## src/common/am_lock_pkg.sv

```systemverilog
// alignment marker lock
// shared widths, fields and lane table
package am_lock_pkg;

	localparam int NB_CODED_BLOCK = 66;	// 64b/66b coded block
	localparam int NB_SH          = 2;	// sync header, top two bits
	localparam int NB_AM          = 48;	// compared marker bytes M0..M2, M4..M6
	localparam int NB_BIP         = 8;	// bip3 / bip7 width
	localparam int N_LANES        = 20;	// pcs lanes in 100G
	localparam int NB_LANE_ID     = 5;	// lane number width

	// field positions inside the coded block
	localparam int AM_HI_MSB = 63;		// M0 msb, M0..M2 span 24 bits
	localparam int AM_LO_MSB = 31;		// M4 msb, M4..M6 span 24 bits
	localparam int BIP3_LSB  = 32;		// bip3 at 39..32

	localparam logic [NB_SH-1:0] CTRL_SH         = 2'b10;	// control block header
	localparam logic [7:0]       BLOCK_TYPE_CTRL = 8'h1E;	// all-control block type

	// idle control block, sync 10 + type 1E + eight idle codes
	localparam logic [NB_CODED_BLOCK-1:0] IDLE_BLOCK =
		{CTRL_SH, BLOCK_TYPE_CTRL, {(NB_CODED_BLOCK-NB_SH-8){1'b0}}};

	// per-lane marker {M0,M1,M2,M4,M5,M6}, M4..M6 are the complements of M0..M2
	localparam logic [NB_AM-1:0] AM_TABLE [N_LANES] = '{
		48'hC16821_3E97DE,	// lane 0
		48'h9D718E_628E71,	// lane 1
		48'h594BE8_A6B417,	// lane 2
		48'h4D957B_B26A84,	// lane 3
		48'hF50709_0AF8F6,	// lane 4
		48'hDD14C2_22EB3D,	// lane 5
		48'h9A4A26_65B5D9,	// lane 6
		48'h7B4566_84BA99,	// lane 7
		48'hA02476_5FDB89,	// lane 8
		48'h68C9FB_973604,	// lane 9
		48'hFD6C99_029366,	// lane 10
		48'hB99155_466EAA,	// lane 11
		48'h5CB9B2_A3464D,	// lane 12
		48'h1AF8BD_E50742,	// lane 13
		48'h83C7CA_7C3835,	// lane 14
		48'hC4314C_3BCEB3,	// lane 15
		48'hADD6B7_522948,	// lane 16
		48'h5F662A_A099D5,	// lane 17
		48'hC0F0E5_3F0F1A,	// lane 18
		48'h262C97_D9D368	// lane 19
	};

	typedef logic [N_LANES-1:0] lane_mask_t;	// one-hot lane select

	typedef enum logic [1:0]
	{
		ST_SEARCH,	// hunting any lane marker
		ST_COUNT,	// lane chosen, counting good markers
		ST_LOCKED,	// locked, no pending bad markers
		ST_SLIP		// locked, bad markers pending
	} lock_state_e;

endpackage
```

## src/common/am_compare_if.sv

```systemverilog
// fsm to comparator link
`timescale 1ns/10ps

interface am_compare_if;

	import am_lock_pkg::*;

	lane_mask_t             match_mask;	// chosen lane, one-hot
	logic                   mask_enable;	// high once a lane is chosen
	logic                   am_match;	// some allowed lane matched
	lane_mask_t             match_vector;	// per-lane match after masking
	logic [NB_LANE_ID-1:0]  lane_id;	// encoded matching lane

	modport fsm_side
	(
		output match_mask,
		output mask_enable,
		input  am_match,
		input  match_vector,
		input  lane_id
	);

	modport cmp_side
	(
		input  match_mask,
		input  mask_enable,
		output am_match,
		output match_vector,
		output lane_id
	);

endinterface

```

## src/logic/am_lock_top.sv

```systemverilog
// am lock, one 100G pcs lane
`timescale 1ns/10ps

module am_lock_top
#(
	parameter int AM_PERIOD        = 16384,	// blocks between markers
	parameter int NB_ERROR_COUNTER = 32,
	parameter int NB_VAL_AM        = 3,
	parameter int NB_INV_AM        = 3
)
(
	input  logic                                   i_clock,
	input  logic                                   i_reset,
	input  logic                                   i_enable,
	input  logic                                   i_valid,		// block strobe
	input  logic                                   i_block_lock,	// from block sync
	input  logic [am_lock_pkg::NB_CODED_BLOCK-1:0] i_data,
	input  logic [NB_VAL_AM-1:0]                   i_max_valid_am,	// markers to lock
	input  logic [NB_INV_AM-1:0]                   i_max_invalid_am,	// markers to unlock
	output logic [am_lock_pkg::NB_CODED_BLOCK-1:0] o_data,
	output logic                                   o_valid,
	output logic [am_lock_pkg::NB_LANE_ID-1:0]     o_lane_id,
	output logic                                   o_am_lock,
	output logic                                   o_resync,
	output logic                                   o_start_of_lane,
	output logic [NB_ERROR_COUNTER-1:0]            o_error_count
);

	import am_lock_pkg::*;

	logic [NB_CODED_BLOCK-1:0] in_block;	// stage 1 block
	logic                      in_valid;	// stage 1 strobe
	logic                      restart_timer;
	logic                      period_end;	// stage 1 block sits in a marker slot
	logic                      period_check;
	logic                      bip_error;

	am_compare_if cmp_if ();

	always_ff @(posedge i_clock)
	begin
		if (i_valid)
			in_block <= i_data;	// payload, no reset
	end

	always_ff @(posedge i_clock)
	begin
		if (i_reset)
		begin
			in_valid <= 1'b0;
			o_valid  <= 1'b0;
		end
		else
		begin
			in_valid <= i_valid;
			o_valid  <= in_valid;	// two cycle latency
		end
	end

	// marker slot swapped for idle while locked
	always_ff @(posedge i_clock)
	begin
		if (in_valid)
			o_data <= (o_am_lock && period_end) ? IDLE_BLOCK : in_block;
	end

	am_comparator u_am_comparator
	(
		.i_block (in_block),
		.cmp     (cmp_if.cmp_side)
	);

	am_lock_fsm
	#(
		.NB_VAL_AM (NB_VAL_AM),
		.NB_INV_AM (NB_INV_AM)
	)
	u_am_lock_fsm
	(
		.i_clock          (i_clock),
		.i_reset          (i_reset),
		.i_enable         (i_enable),
		.i_valid          (in_valid),
		.i_block_lock     (i_block_lock),
		.i_period_end     (period_end),
		.i_max_valid_am   (i_max_valid_am),
		.i_max_invalid_am (i_max_invalid_am),
		.cmp              (cmp_if.fsm_side),
		.o_restart_timer  (restart_timer),
		.o_period_check   (period_check),
		.o_am_lock        (o_am_lock),
		.o_resync         (o_resync),
		.o_start_of_lane  (o_start_of_lane),
		.o_lane_id        (o_lane_id)
	);

	am_period_timer #(.AM_PERIOD (AM_PERIOD)) u_am_period_timer
	(
		.i_clock      (i_clock),
		.i_reset      (i_reset),
		.i_valid      (in_valid),
		.i_restart    (restart_timer),
		.o_period_end (period_end)
	);

	bip_calculator u_bip_calculator
	(
		.i_clock        (i_clock),
		.i_reset        (i_reset),
		.i_valid        (in_valid),
		.i_block        (in_block),
		.i_period_check (period_check),
		.i_am_lock      (o_am_lock),
		.o_bip_error    (bip_error)
	);

	bip_error_counter #(.NB_ERROR_COUNTER (NB_ERROR_COUNTER)) u_bip_error_counter
	(
		.i_clock       (i_clock),
		.i_reset       (i_reset),
		.i_enable      (i_enable),
		.i_bip_error   (bip_error),
		.o_error_count (o_error_count)
	);

endmodule

```

## src/am_lock/bip_error_counter.sv

```systemverilog
// bip error counter
`timescale 1ns/10ps

module bip_error_counter
#(
	parameter int NB_ERROR_COUNTER = 32
)
(
	input  logic                        i_clock,
	input  logic                        i_reset,
	input  logic                        i_enable,
	input  logic                        i_bip_error,	// one pulse per bad period
	output logic [NB_ERROR_COUNTER-1:0] o_error_count
);

	logic at_max;	// saturated

	assign at_max = &o_error_count;

	always_ff @(posedge i_clock)
	begin
		if (i_reset)
			o_error_count <= '0;
		else if (i_enable && i_bip_error && !at_max)
			o_error_count <= o_error_count + 1'b1;	// hold at all ones
	end

endmodule

```

## src/am_lock/bip_calculator.sv

```systemverilog
// bip3 accumulate and check
`timescale 1ns/10ps

module bip_calculator
(
	input  logic                                   i_clock,
	input  logic                                   i_reset,
	input  logic                                   i_valid,
	input  logic [am_lock_pkg::NB_CODED_BLOCK-1:0] i_block,
	input  logic                                   i_period_check,	// marker slot in lock states
	input  logic                                   i_am_lock,
	output logic                                   o_bip_error
);

	import am_lock_pkg::*;

	logic [NB_BIP-1:0] bip_acc;	// running parity since last marker
	logic [NB_BIP-1:0] block_bip;	// parity of current block
	logic [NB_BIP-1:0] rx_bip3;	// field carried by the marker
	logic              armed;	// full period gathered in lock

	// bit j collects every block bit with index mod 8 == j, sync bits too
	function automatic logic [NB_BIP-1:0] fold_bip(input logic [NB_CODED_BLOCK-1:0] blk);
		logic [NB_BIP-1:0] acc;
		acc = '0;
		for (int b = 0; b < NB_CODED_BLOCK; b++)
			acc[b % NB_BIP] = acc[b % NB_BIP] ^ blk[b];
		return acc;
	endfunction

	assign block_bip = fold_bip(i_block);
	assign rx_bip3   = i_block[BIP3_LSB +: NB_BIP];

	assign o_bip_error = i_period_check && i_am_lock && armed && (bip_acc != rx_bip3);

	always_ff @(posedge i_clock)
	begin
		if (i_valid)
		begin
			if (i_period_check)
				bip_acc <= block_bip;	// seed with the marker
			else
				bip_acc <= bip_acc ^ block_bip;
		end
	end

	always_ff @(posedge i_clock)
	begin
		if (i_reset || !i_am_lock)
			armed <= 1'b0;
		else if (i_valid && i_period_check)
			armed <= 1'b1;	// next period starts inside lock
	end

endmodule

```

## src/am_lock/am_lock_fsm.sv

```systemverilog
// alignment marker lock fsm
`timescale 1ns/10ps

module am_lock_fsm
#(
	parameter int NB_VAL_AM = 3,
	parameter int NB_INV_AM = 3
)
(
	input  logic                               i_clock,
	input  logic                               i_reset,
	input  logic                               i_enable,
	input  logic                               i_valid,
	input  logic                               i_block_lock,
	input  logic                               i_period_end,	// marker slot from timer
	input  logic [NB_VAL_AM-1:0]               i_max_valid_am,
	input  logic [NB_INV_AM-1:0]               i_max_invalid_am,
	am_compare_if.fsm_side                     cmp,
	output logic                               o_restart_timer,
	output logic                               o_period_check,	// to bip calc
	output logic                               o_am_lock,
	output logic                               o_resync,
	output logic                               o_start_of_lane,
	output logic [am_lock_pkg::NB_LANE_ID-1:0] o_lane_id
);

	import am_lock_pkg::*;

	lock_state_e          state;
	logic [NB_VAL_AM-1:0] valid_count;	// consecutive good markers
	logic [NB_INV_AM-1:0] invalid_count;	// consecutive bad markers
	logic [NB_VAL_AM:0]   valid_next;	// extra bit, no wrap
	logic [NB_INV_AM:0]   invalid_next;
	logic                 run;		// enabled and block locked

	assign run          = i_enable && i_block_lock;
	assign valid_next   = {1'b0, valid_count} + 1'b1;
	assign invalid_next = {1'b0, invalid_count} + 1'b1;

	assign cmp.mask_enable = (state != ST_SEARCH);	// only chosen lane once found
	assign o_restart_timer = run && i_valid && (state == ST_SEARCH) && cmp.am_match;
	assign o_period_check  = run && i_valid && i_period_end && (state != ST_SEARCH);

	always_ff @(posedge i_clock)
	begin
		if (i_reset)
		begin
			state           <= ST_SEARCH;
			valid_count     <= '0;
			invalid_count   <= '0;
			cmp.match_mask  <= '0;
			o_am_lock       <= 1'b0;
			o_resync        <= 1'b0;
			o_start_of_lane <= 1'b0;
			o_lane_id       <= '0;
		end
		else
		begin
			o_resync        <= 1'b0;	// single cycle pulses
			o_start_of_lane <= 1'b0;
			if (!run)
			begin
				state         <= ST_SEARCH;	// lost block lock or disabled
				o_am_lock     <= 1'b0;
				valid_count   <= '0;
				invalid_count <= '0;
			end
			else if (i_valid)
			begin
				case (state)
					ST_SEARCH:
					begin
						if (cmp.am_match)
						begin
							cmp.match_mask <= cmp.match_vector;	// capture lane
							valid_count    <= NB_VAL_AM'(1);	// first marker counts
							state          <= ST_COUNT;
						end
					end
					ST_COUNT:
					begin
						if (i_period_end && !cmp.am_match)
						begin
							state       <= ST_SEARCH;	// wrong or missing marker
							valid_count <= '0;
						end
						else if (i_period_end && (valid_next >= {1'b0, i_max_valid_am}))
						begin
							state           <= ST_LOCKED;
							o_am_lock       <= 1'b1;
							o_lane_id       <= cmp.lane_id;
							o_start_of_lane <= 1'b1;
							invalid_count   <= '0;
						end
						else if (i_period_end)
							valid_count <= valid_next[NB_VAL_AM-1:0];
					end
					ST_LOCKED, ST_SLIP:
					begin
						if (i_period_end && cmp.am_match)
						begin
							state           <= ST_LOCKED;	// one good marker clears slip
							invalid_count   <= '0;
							o_start_of_lane <= 1'b1;
						end
						else if (i_period_end && (invalid_next >= {1'b0, i_max_invalid_am}))
						begin
							state         <= ST_SEARCH;	// too many bad markers
							o_am_lock     <= 1'b0;
							o_resync      <= 1'b1;
							valid_count   <= '0;
							invalid_count <= '0;
						end
						else if (i_period_end)
						begin
							state         <= ST_SLIP;
							invalid_count <= invalid_next[NB_INV_AM-1:0];
						end
					end
					default:
						state <= ST_SEARCH;
				endcase
			end
		end
	end

endmodule

```

## src/am_lock/am_period_timer.sv

```systemverilog
// marker period timer
`timescale 1ns/10ps

module am_period_timer
#(
	parameter int AM_PERIOD = 16384	// blocks per marker period
)
(
	input  logic i_clock,
	input  logic i_reset,
	input  logic i_valid,
	input  logic i_restart,		// marker found in search
	output logic o_period_end	// this block is a marker slot
);

	localparam int NB_COUNT = $clog2(AM_PERIOD);

	logic [NB_COUNT-1:0] block_count;	// blocks since last marker

	assign o_period_end = i_valid && (block_count == '0);

	always_ff @(posedge i_clock)
	begin
		if (i_reset)
			block_count <= '0;
		else if (i_valid)
		begin
			if (i_restart)
				block_count <= NB_COUNT'(1);	// marker itself is slot 0
			else if (block_count == NB_COUNT'(AM_PERIOD - 1))
				block_count <= '0;	// wrap onto next slot
			else
				block_count <= block_count + 1'b1;
		end
	end

endmodule

```

## src/am_lock/am_comparator.sv

```systemverilog
// lane marker comparator
`timescale 1ns/10ps

module am_comparator
(
	input  logic [am_lock_pkg::NB_CODED_BLOCK-1:0] i_block,	// stage 1 block
	am_compare_if.cmp_side                         cmp
);

	import am_lock_pkg::*;

	localparam int NB_HALF = NB_AM / 2;	// 24 bits per marker half

	logic [NB_AM-1:0]       am_value;	// M0..M2 then M4..M6
	logic                   sh_ctrl;
	lane_mask_t             raw_match;	// before lane mask
	logic [NB_LANE_ID-1:0]  lane_enc;

	assign am_value = {i_block[AM_HI_MSB -: NB_HALF], i_block[AM_LO_MSB -: NB_HALF]};
	assign sh_ctrl  = (i_block[NB_CODED_BLOCK-1 -: NB_SH] == CTRL_SH);

	always_comb
	begin
		for (int k = 0; k < N_LANES; k++)
			raw_match[k] = sh_ctrl && (am_value == AM_TABLE[k]);	// bip fields ignored
	end

	// once locked only the captured lane counts
	assign cmp.match_vector = cmp.mask_enable ? (raw_match & cmp.match_mask) : raw_match;
	assign cmp.am_match     = |cmp.match_vector;

	// one-hot to binary, markers are distinct so at most one bit set
	always_comb
	begin
		lane_enc = '0;
		for (int k = 0; k < N_LANES; k++)
		begin
			if (cmp.match_vector[k])
				lane_enc = NB_LANE_ID'(k);
		end
	end

	assign cmp.lane_id = lane_enc;

endmodule

```

## config.mk

```make
export PLATFORM = sky130hd
export DESIGN_NAME = am_lock_top
export DESIGN_NICKNAME = d
export VERILOG_FILES = /design/src/common/am_lock_pkg.sv /design/src/common/am_compare_if.sv /design/src/logic/am_lock_top.sv /design/src/am_lock/bip_error_counter.sv /design/src/am_lock/bip_calculator.sv /design/src/am_lock/am_lock_fsm.sv /design/src/am_lock/am_period_timer.sv /design/src/am_lock/am_comparator.sv
export SDC_FILE = /design/constraint.sdc
export NUM_CORES = 1
export LEC_CHECK = 0
export BUFFER_PORTS_ARGS = -buffer_cell sky130_fd_sc_hd__buf_2
export CAP_MARGIN = 20
export CORE_MARGIN = 2
export CORE_UTILIZATION = 50
export DETAILED_ROUTE_END_ITERATION = 10
export GPL_TIMING_DRIVEN = 0
export HOLD_SLACK_MARGIN = 0.05
export PLACE_DENSITY = 0.78
export SLEW_MARGIN = 20
export SYNTH_ARGS = -nofsm -noshare
export SYNTH_HDL_FRONTEND = slang
export SYNTH_SLANG_ARGS = --single-unit
```

## constraint.sdc

```tcl
create_clock -name i_clock -period 6.12 [get_ports i_clock]
set_clock_uncertainty 0.15 [all_clocks]
set_input_delay 0.612 -clock i_clock [delete_from_list [all_inputs] [get_ports i_clock]]
set_output_delay 0.612 -clock i_clock [all_outputs]
set_load 0.02 [all_outputs]
```

==> results <==
- The run finished with clean final reports.
- Across every metal layer, demand over resource in global routing totals between 30% and 40%.
- The count of nets left with antenna violations once routing finished came out at 0.
- At the end of routability-driven placement, the weighted congestion stood at 1.001.
- The detailed-route wire length is around 40000 um.
- The average wire length per cell after detail routing is ~24 um.
- The register cell area after layout is between 5000 and 6000 um^2.
- After detailed routing, the number of vias per cell comes to about 6.2.
- The number of antenna diodes in the final layout is 0.
- The post-CTS setup repair buffer count is 0.
- The post-placement worst setup slack is 1754 ps.
- The critical path is of the reg2reg type.
- In the synthesized netlist the async set-or-reset flop fraction comes to 0%.
- The transition time of the tightest slew-check pin is approximately 1200 ps.
- Summing the areas of all xor and xnor instances in the mapped netlist gives 6.849% of the synthesized area.
- After synthesis, flip-flops and latches occupy approximately 50% of the total area.
- Global routing consumed, on the met3 layer, ~5.9% of the routing resources.
- The commonest cells after synthesis are 140 x sky130_fd_sc_hd__edfxtp_1, 96 x sky130_fd_sc_hd__nand2_1, 85 x sky130_fd_sc_hd__dfxtp_1.
- The routed layout has ~11000 vias.
- The final worst setup slack is between 1500 and 2000 ps.
- The maximum number of pins on one net before global-route repair is between 60 and 70.
- The cell with the most instances after synthesis is sky130_fd_sc_hd__edfxtp_1.
- Clock latency on the worst-skew pair, taken at its later pin, is 530 ps.
- The initial antenna violation count is 0.
- The cell count after synthesis came out at approximately 1100.
- The multi-input combinational cells in the finished layout cover a total of approximately 5600 um^2.
- The main flop type after synthesis is sky130_fd_sc_hd__edfxtp_1.
- The root buffer cell is sky130_fd_sc_hd__clkbuf_16.
- By area, the combinational part of the netlist is dominated by simple AND/OR/NAND/NOR gates.
- The power per standard cell area is 267.5 nW/um^2.
- The arrival time of the worst setup path is between 4000 and 5000 ps.
- The share of the synthesized area in compound gates (AO/OA/AOI/OAI) is 9.029%.
- Hold timing on the final database bottoms out at a slack of around 97 ps.
- The floorplan step set the die width to around 160 um.
- During synthesis, Yosys emitted a total of 0 warnings.
- The combinational share of power is roughly an eighth.
- The number of endpoints with negative hold slack in the final report is 0.
- The net switching power figure is around 0.00094 W.
- The layout net count is 1446.
- The number of top-level pins is around 180.
- The worst path required time is ~6400 ps.
- Input and output buffers added on the ports amount to approximately 180.
- The number of pins exceeding their max-slew limit in the final report is 0.
- The synthesized design contains 140 enable-type register cells.
- The setup total negative slack is 0 ps.
- The floorplan step defined a core boundary enclosing between 20000 and 25000 um^2.
- The proportion of total power due to net switching is 25.28%.
- The clock tree from TritonCTS is yes.
- After synthesis, the mean cell area works out to 10.25 um^2.
- Static timing analysis puts the maximum clock frequency at 220.6 MHz.
- The net count after synthesis is 1236.
- Gates resized during post-CTS repair numbered 0.
- Cell internal power was estimated by the tool at around 0.0028 W.
- Once layout is complete, the cells apart from fillers number approximately 1700.
- CTS built an H-tree with a depth of 1.
- After clock tree synthesis, the clock-pin slew on the worst setup and hold paths is approximately 70 ps.
- In this run the worst path has a maximum fanout of 7.
- The leakage power total is roughly 4.8 nW.
- The y dimension of the die is approximately 160 um.
- In the post-synthesis netlist, the biggest area contributors are sky130_fd_sc_hd__edfxtp_1 36%, sky130_fd_sc_hd__dfxtp_1 14%, sky130_fd_sc_hd__xnor2_1 4.8%.
- The clock passes through at most 3 buffers.
- The number of sinks handled by clock tree synthesis is 225.
- After Yosys synthesis, full adders, half adders and majority gates account for between 1 and 1.5% of the synthesized area.
- The critical path endpoint category is a flip-flop.
- The synthesized netlist devotes 29.14% of its cell area to simple gates.
- The number of different library cells in the post-synthesis netlist is 65.
- The highest-utilization routing layer at the global route stage is met2.
- The fraction of met2 tracks used by global routing is 49.95%.
- For this block, the initial DRC count from the detailed router was between 1000 and 1500.
- Once placement completed, the tool counted placed cells totaling 1651.
- Compared with the post-synthesis result, the final layout area differs by 18.55%.
- Setup repair after global routing left no endpoint under its margin.
- The number of hold buffers added after cts is 0.
- The global-route wire length before repair is 59770 um.
- The number of violations of the max-capacitance limit is 0.
- Summed over all layers, the global routing overflow is 0.
- The share of final-layout standard cells stronger than drive strength 1 is 20.35%.
- The fraction of met1 tracks used by global routing is about 45%.
- TritonCTS created 24 clock buffers.
- After synthesis the netlist holds a flip-flop and latch count of between 200 and 250.
- The final number of setup-violating endpoints is 0.
- The smallest clock period supported by the final layout is computed as between 4000 and 5000 ps.
- The multiplexer area fraction after synthesis is less than 1%.
- The floorplan has 56 rows.
- Per report_power, the sequential group accounts for 48.5% of the total.
- After detailed routing, the number of remaining DRC violations is 0.
- The kind of launch point of the worst setup path is a flip-flop.
- The portion of synthesized cell area occupied by the leading cell type is between 30% and 40%.
- The worst ir drop on vdd is approximately 0.21 mV.
- The clock network accounts for 39.8% of the total power.
- The biggest area contributor in the post-synthesis netlist is sky130_fd_sc_hd__edfxtp_1.
- The tightest min-delay check is of the in2reg type.
- The HPWL after detailed placement is 30240 um.
- The final worst-path cycle share is between 70% and 80%.
- Counting the fill cells in the layout gives about 2000.
- The die outline area is about 25000 um^2.
- The total power is 0.003731 W.
- The worst max-slew margin expressed relative to the limit is a little over 20%.
- The via count of the first global-routing pass is ~10000.
- The mapped netlist covers ~12000 um^2.
- For this configuration, the core starts out at a cell density of 50.58%.
- The number of detailed-route iterations in the first pass is 5.
-- worst max-delay path: stages (launching register included) --
cell	delay (ps)
sky130_fd_sc_hd__edfxtp_1	500
sky130_fd_sc_hd__nor4bb_2	800
sky130_fd_sc_hd__nand4_1	440
sky130_fd_sc_hd__nor4_1	1100
sky130_fd_sc_hd__nor4_1	210
sky130_fd_sc_hd__nand3_1	320
sky130_fd_sc_hd__o2111ai_1	370
sky130_fd_sc_hd__nor4b_1	450
sky130_fd_sc_hd__nor3_1	70
-- placed cells by master, fill, tap and decap left out, types with 5 or more instances in the layout --
cell type,n
sky130_fd_sc_hd__o21ai_0,35
sky130_fd_sc_hd__and4bb_2,15
sky130_fd_sc_hd__or3_1,19
sky130_fd_sc_hd__and4_1,5
sky130_fd_sc_hd__o211ai_1,18
sky130_fd_sc_hd__nand4_1,66
sky130_fd_sc_hd__nand3_1,64
sky130_fd_sc_hd__nor3b_1,7
sky130_fd_sc_hd__nor4bb_1,30
sky130_fd_sc_hd__nor2_1,50
sky130_fd_sc_hd__nor2b_1,22
sky130_fd_sc_hd__clkbuf_1,32
sky130_fd_sc_hd__nor3_1,26
sky130_fd_sc_hd__inv_1,21
sky130_fd_sc_hd__mux2i_1,9
sky130_fd_sc_hd__xor2_1,27
sky130_fd_sc_hd__a21oi_1,44
sky130_fd_sc_hd__edfxtp_1,140
sky130_fd_sc_hd__and3_1,16
sky130_fd_sc_hd__xnor2_1,65
sky130_fd_sc_hd__nand2_1,96
sky130_fd_sc_hd__nor4_1,51
sky130_fd_sc_hd__clkinv_2,5
sky130_fd_sc_hd__buf_2,207
sky130_fd_sc_hd__ha_1,11
sky130_fd_sc_hd__dfxtp_1,84
sky130_fd_sc_hd__a211oi_1,9
sky130_fd_sc_hd__o21bai_1,6
sky130_fd_sc_hd__a31oi_1,6
sky130_fd_sc_hd__and2_1,71
sky130_fd_sc_hd__clkbuf_16,24
sky130_fd_sc_hd__o2111ai_1,14
sky130_fd_sc_hd__nand2b_1,15
-- kinds of logic after synthesis --
logic type	Yosys count
XOR/XNOR	92
flip-flops	225
AND/OR/NAND/NOR	574
AO/OA/AOI/OAI	158
adder cells (fa/ha/maj)	11
buffers and inverters	79
multiplexers	9
-- routing by layer --
layer | routed length (um) | vias to the layer above
met5 | 0 | -
met4 | 1524 | 0
met3 | 3318 | 103
met2 | 18060 | 552
met1 | 17280 | 5070
li1 | - | 4776
-- sequential cells by signal (all words and copies together) (netlist names) --
signal / flops
in_block: 66
in_valid: 1
o_data: 66
o_valid: 1
u_am_lock_fsm.cmp.match_mask: 20
u_am_lock_fsm.invalid_count: 3
u_am_lock_fsm.o_am_lock: 1
u_am_lock_fsm.o_lane_id: 5
u_am_lock_fsm.o_resync: 1
u_am_lock_fsm.o_start_of_lane: 1
u_am_lock_fsm.state: 2
u_am_lock_fsm.valid_count: 3
u_am_period_timer.block_count: 14
u_bip_calculator.armed: 1
u_bip_calculator.bip_acc: 8
u_bip_error_counter.o_error_count: 32
-- path summary, 6_finish.rpt --
kind | from | end | slack (ps) | depth (start not counted)
worst max register to register | in_block[23]$_DFFE_PP_ | u_am_lock_fsm.o_lane_id[4]$_SDFFE_PP0P_ | 1590 | 8
worst min-delay path | i_data[28] | in_block[28]$_DFFE_PP_ | 100 | 1
worst min register to register | u_am_lock_fsm.cmp.match_mask[2]$_SDFFE_PP0P_ | u_am_lock_fsm.cmp.match_mask[2]$_SDFFE_PP0P_ | 310 | 2
worst max-delay path | in_block[23]$_DFFE_PP_ | u_am_lock_fsm.o_lane_id[4]$_SDFFE_PP0P_ | 1590 | 8
-- through the flow --
stage	instance area, um^2	utilization [%]
finish	13950	59.96
global route	13950	59.96
CTS	13930	59.90
detailed placement	13130	56.42
global placement	13080	56.23
floorplan	11770	-
-- final cells by class --
class / count / share of cell area, %
Buffer: 58 / 1.839
Clock buffer: 28 / 4.557
Clock inverter: 16 / 1.238
Inverter: 21 / 0.5652
Multi-Input combinational cell: 844 / 39.84
Sequential cell: 225 / 42.37
Tap cell: 319 / 2.862
Timing Repair Buffer: 184 / 6.728
-- power by group through the flow --
stage	sequential [W]	combinational, W	clock [W]
after detailed placement	0.00184	0.000432	0
after global placement	0.00184	0.000417	0
after CTS	0.00181	0.000434	0.00151
final	0.00181	0.000436	0.00149
after global routing	0.00182	0.000464	0.00156
after floorplan	0.00186	0.000248	0
Power figures use the tool's default switching activity.
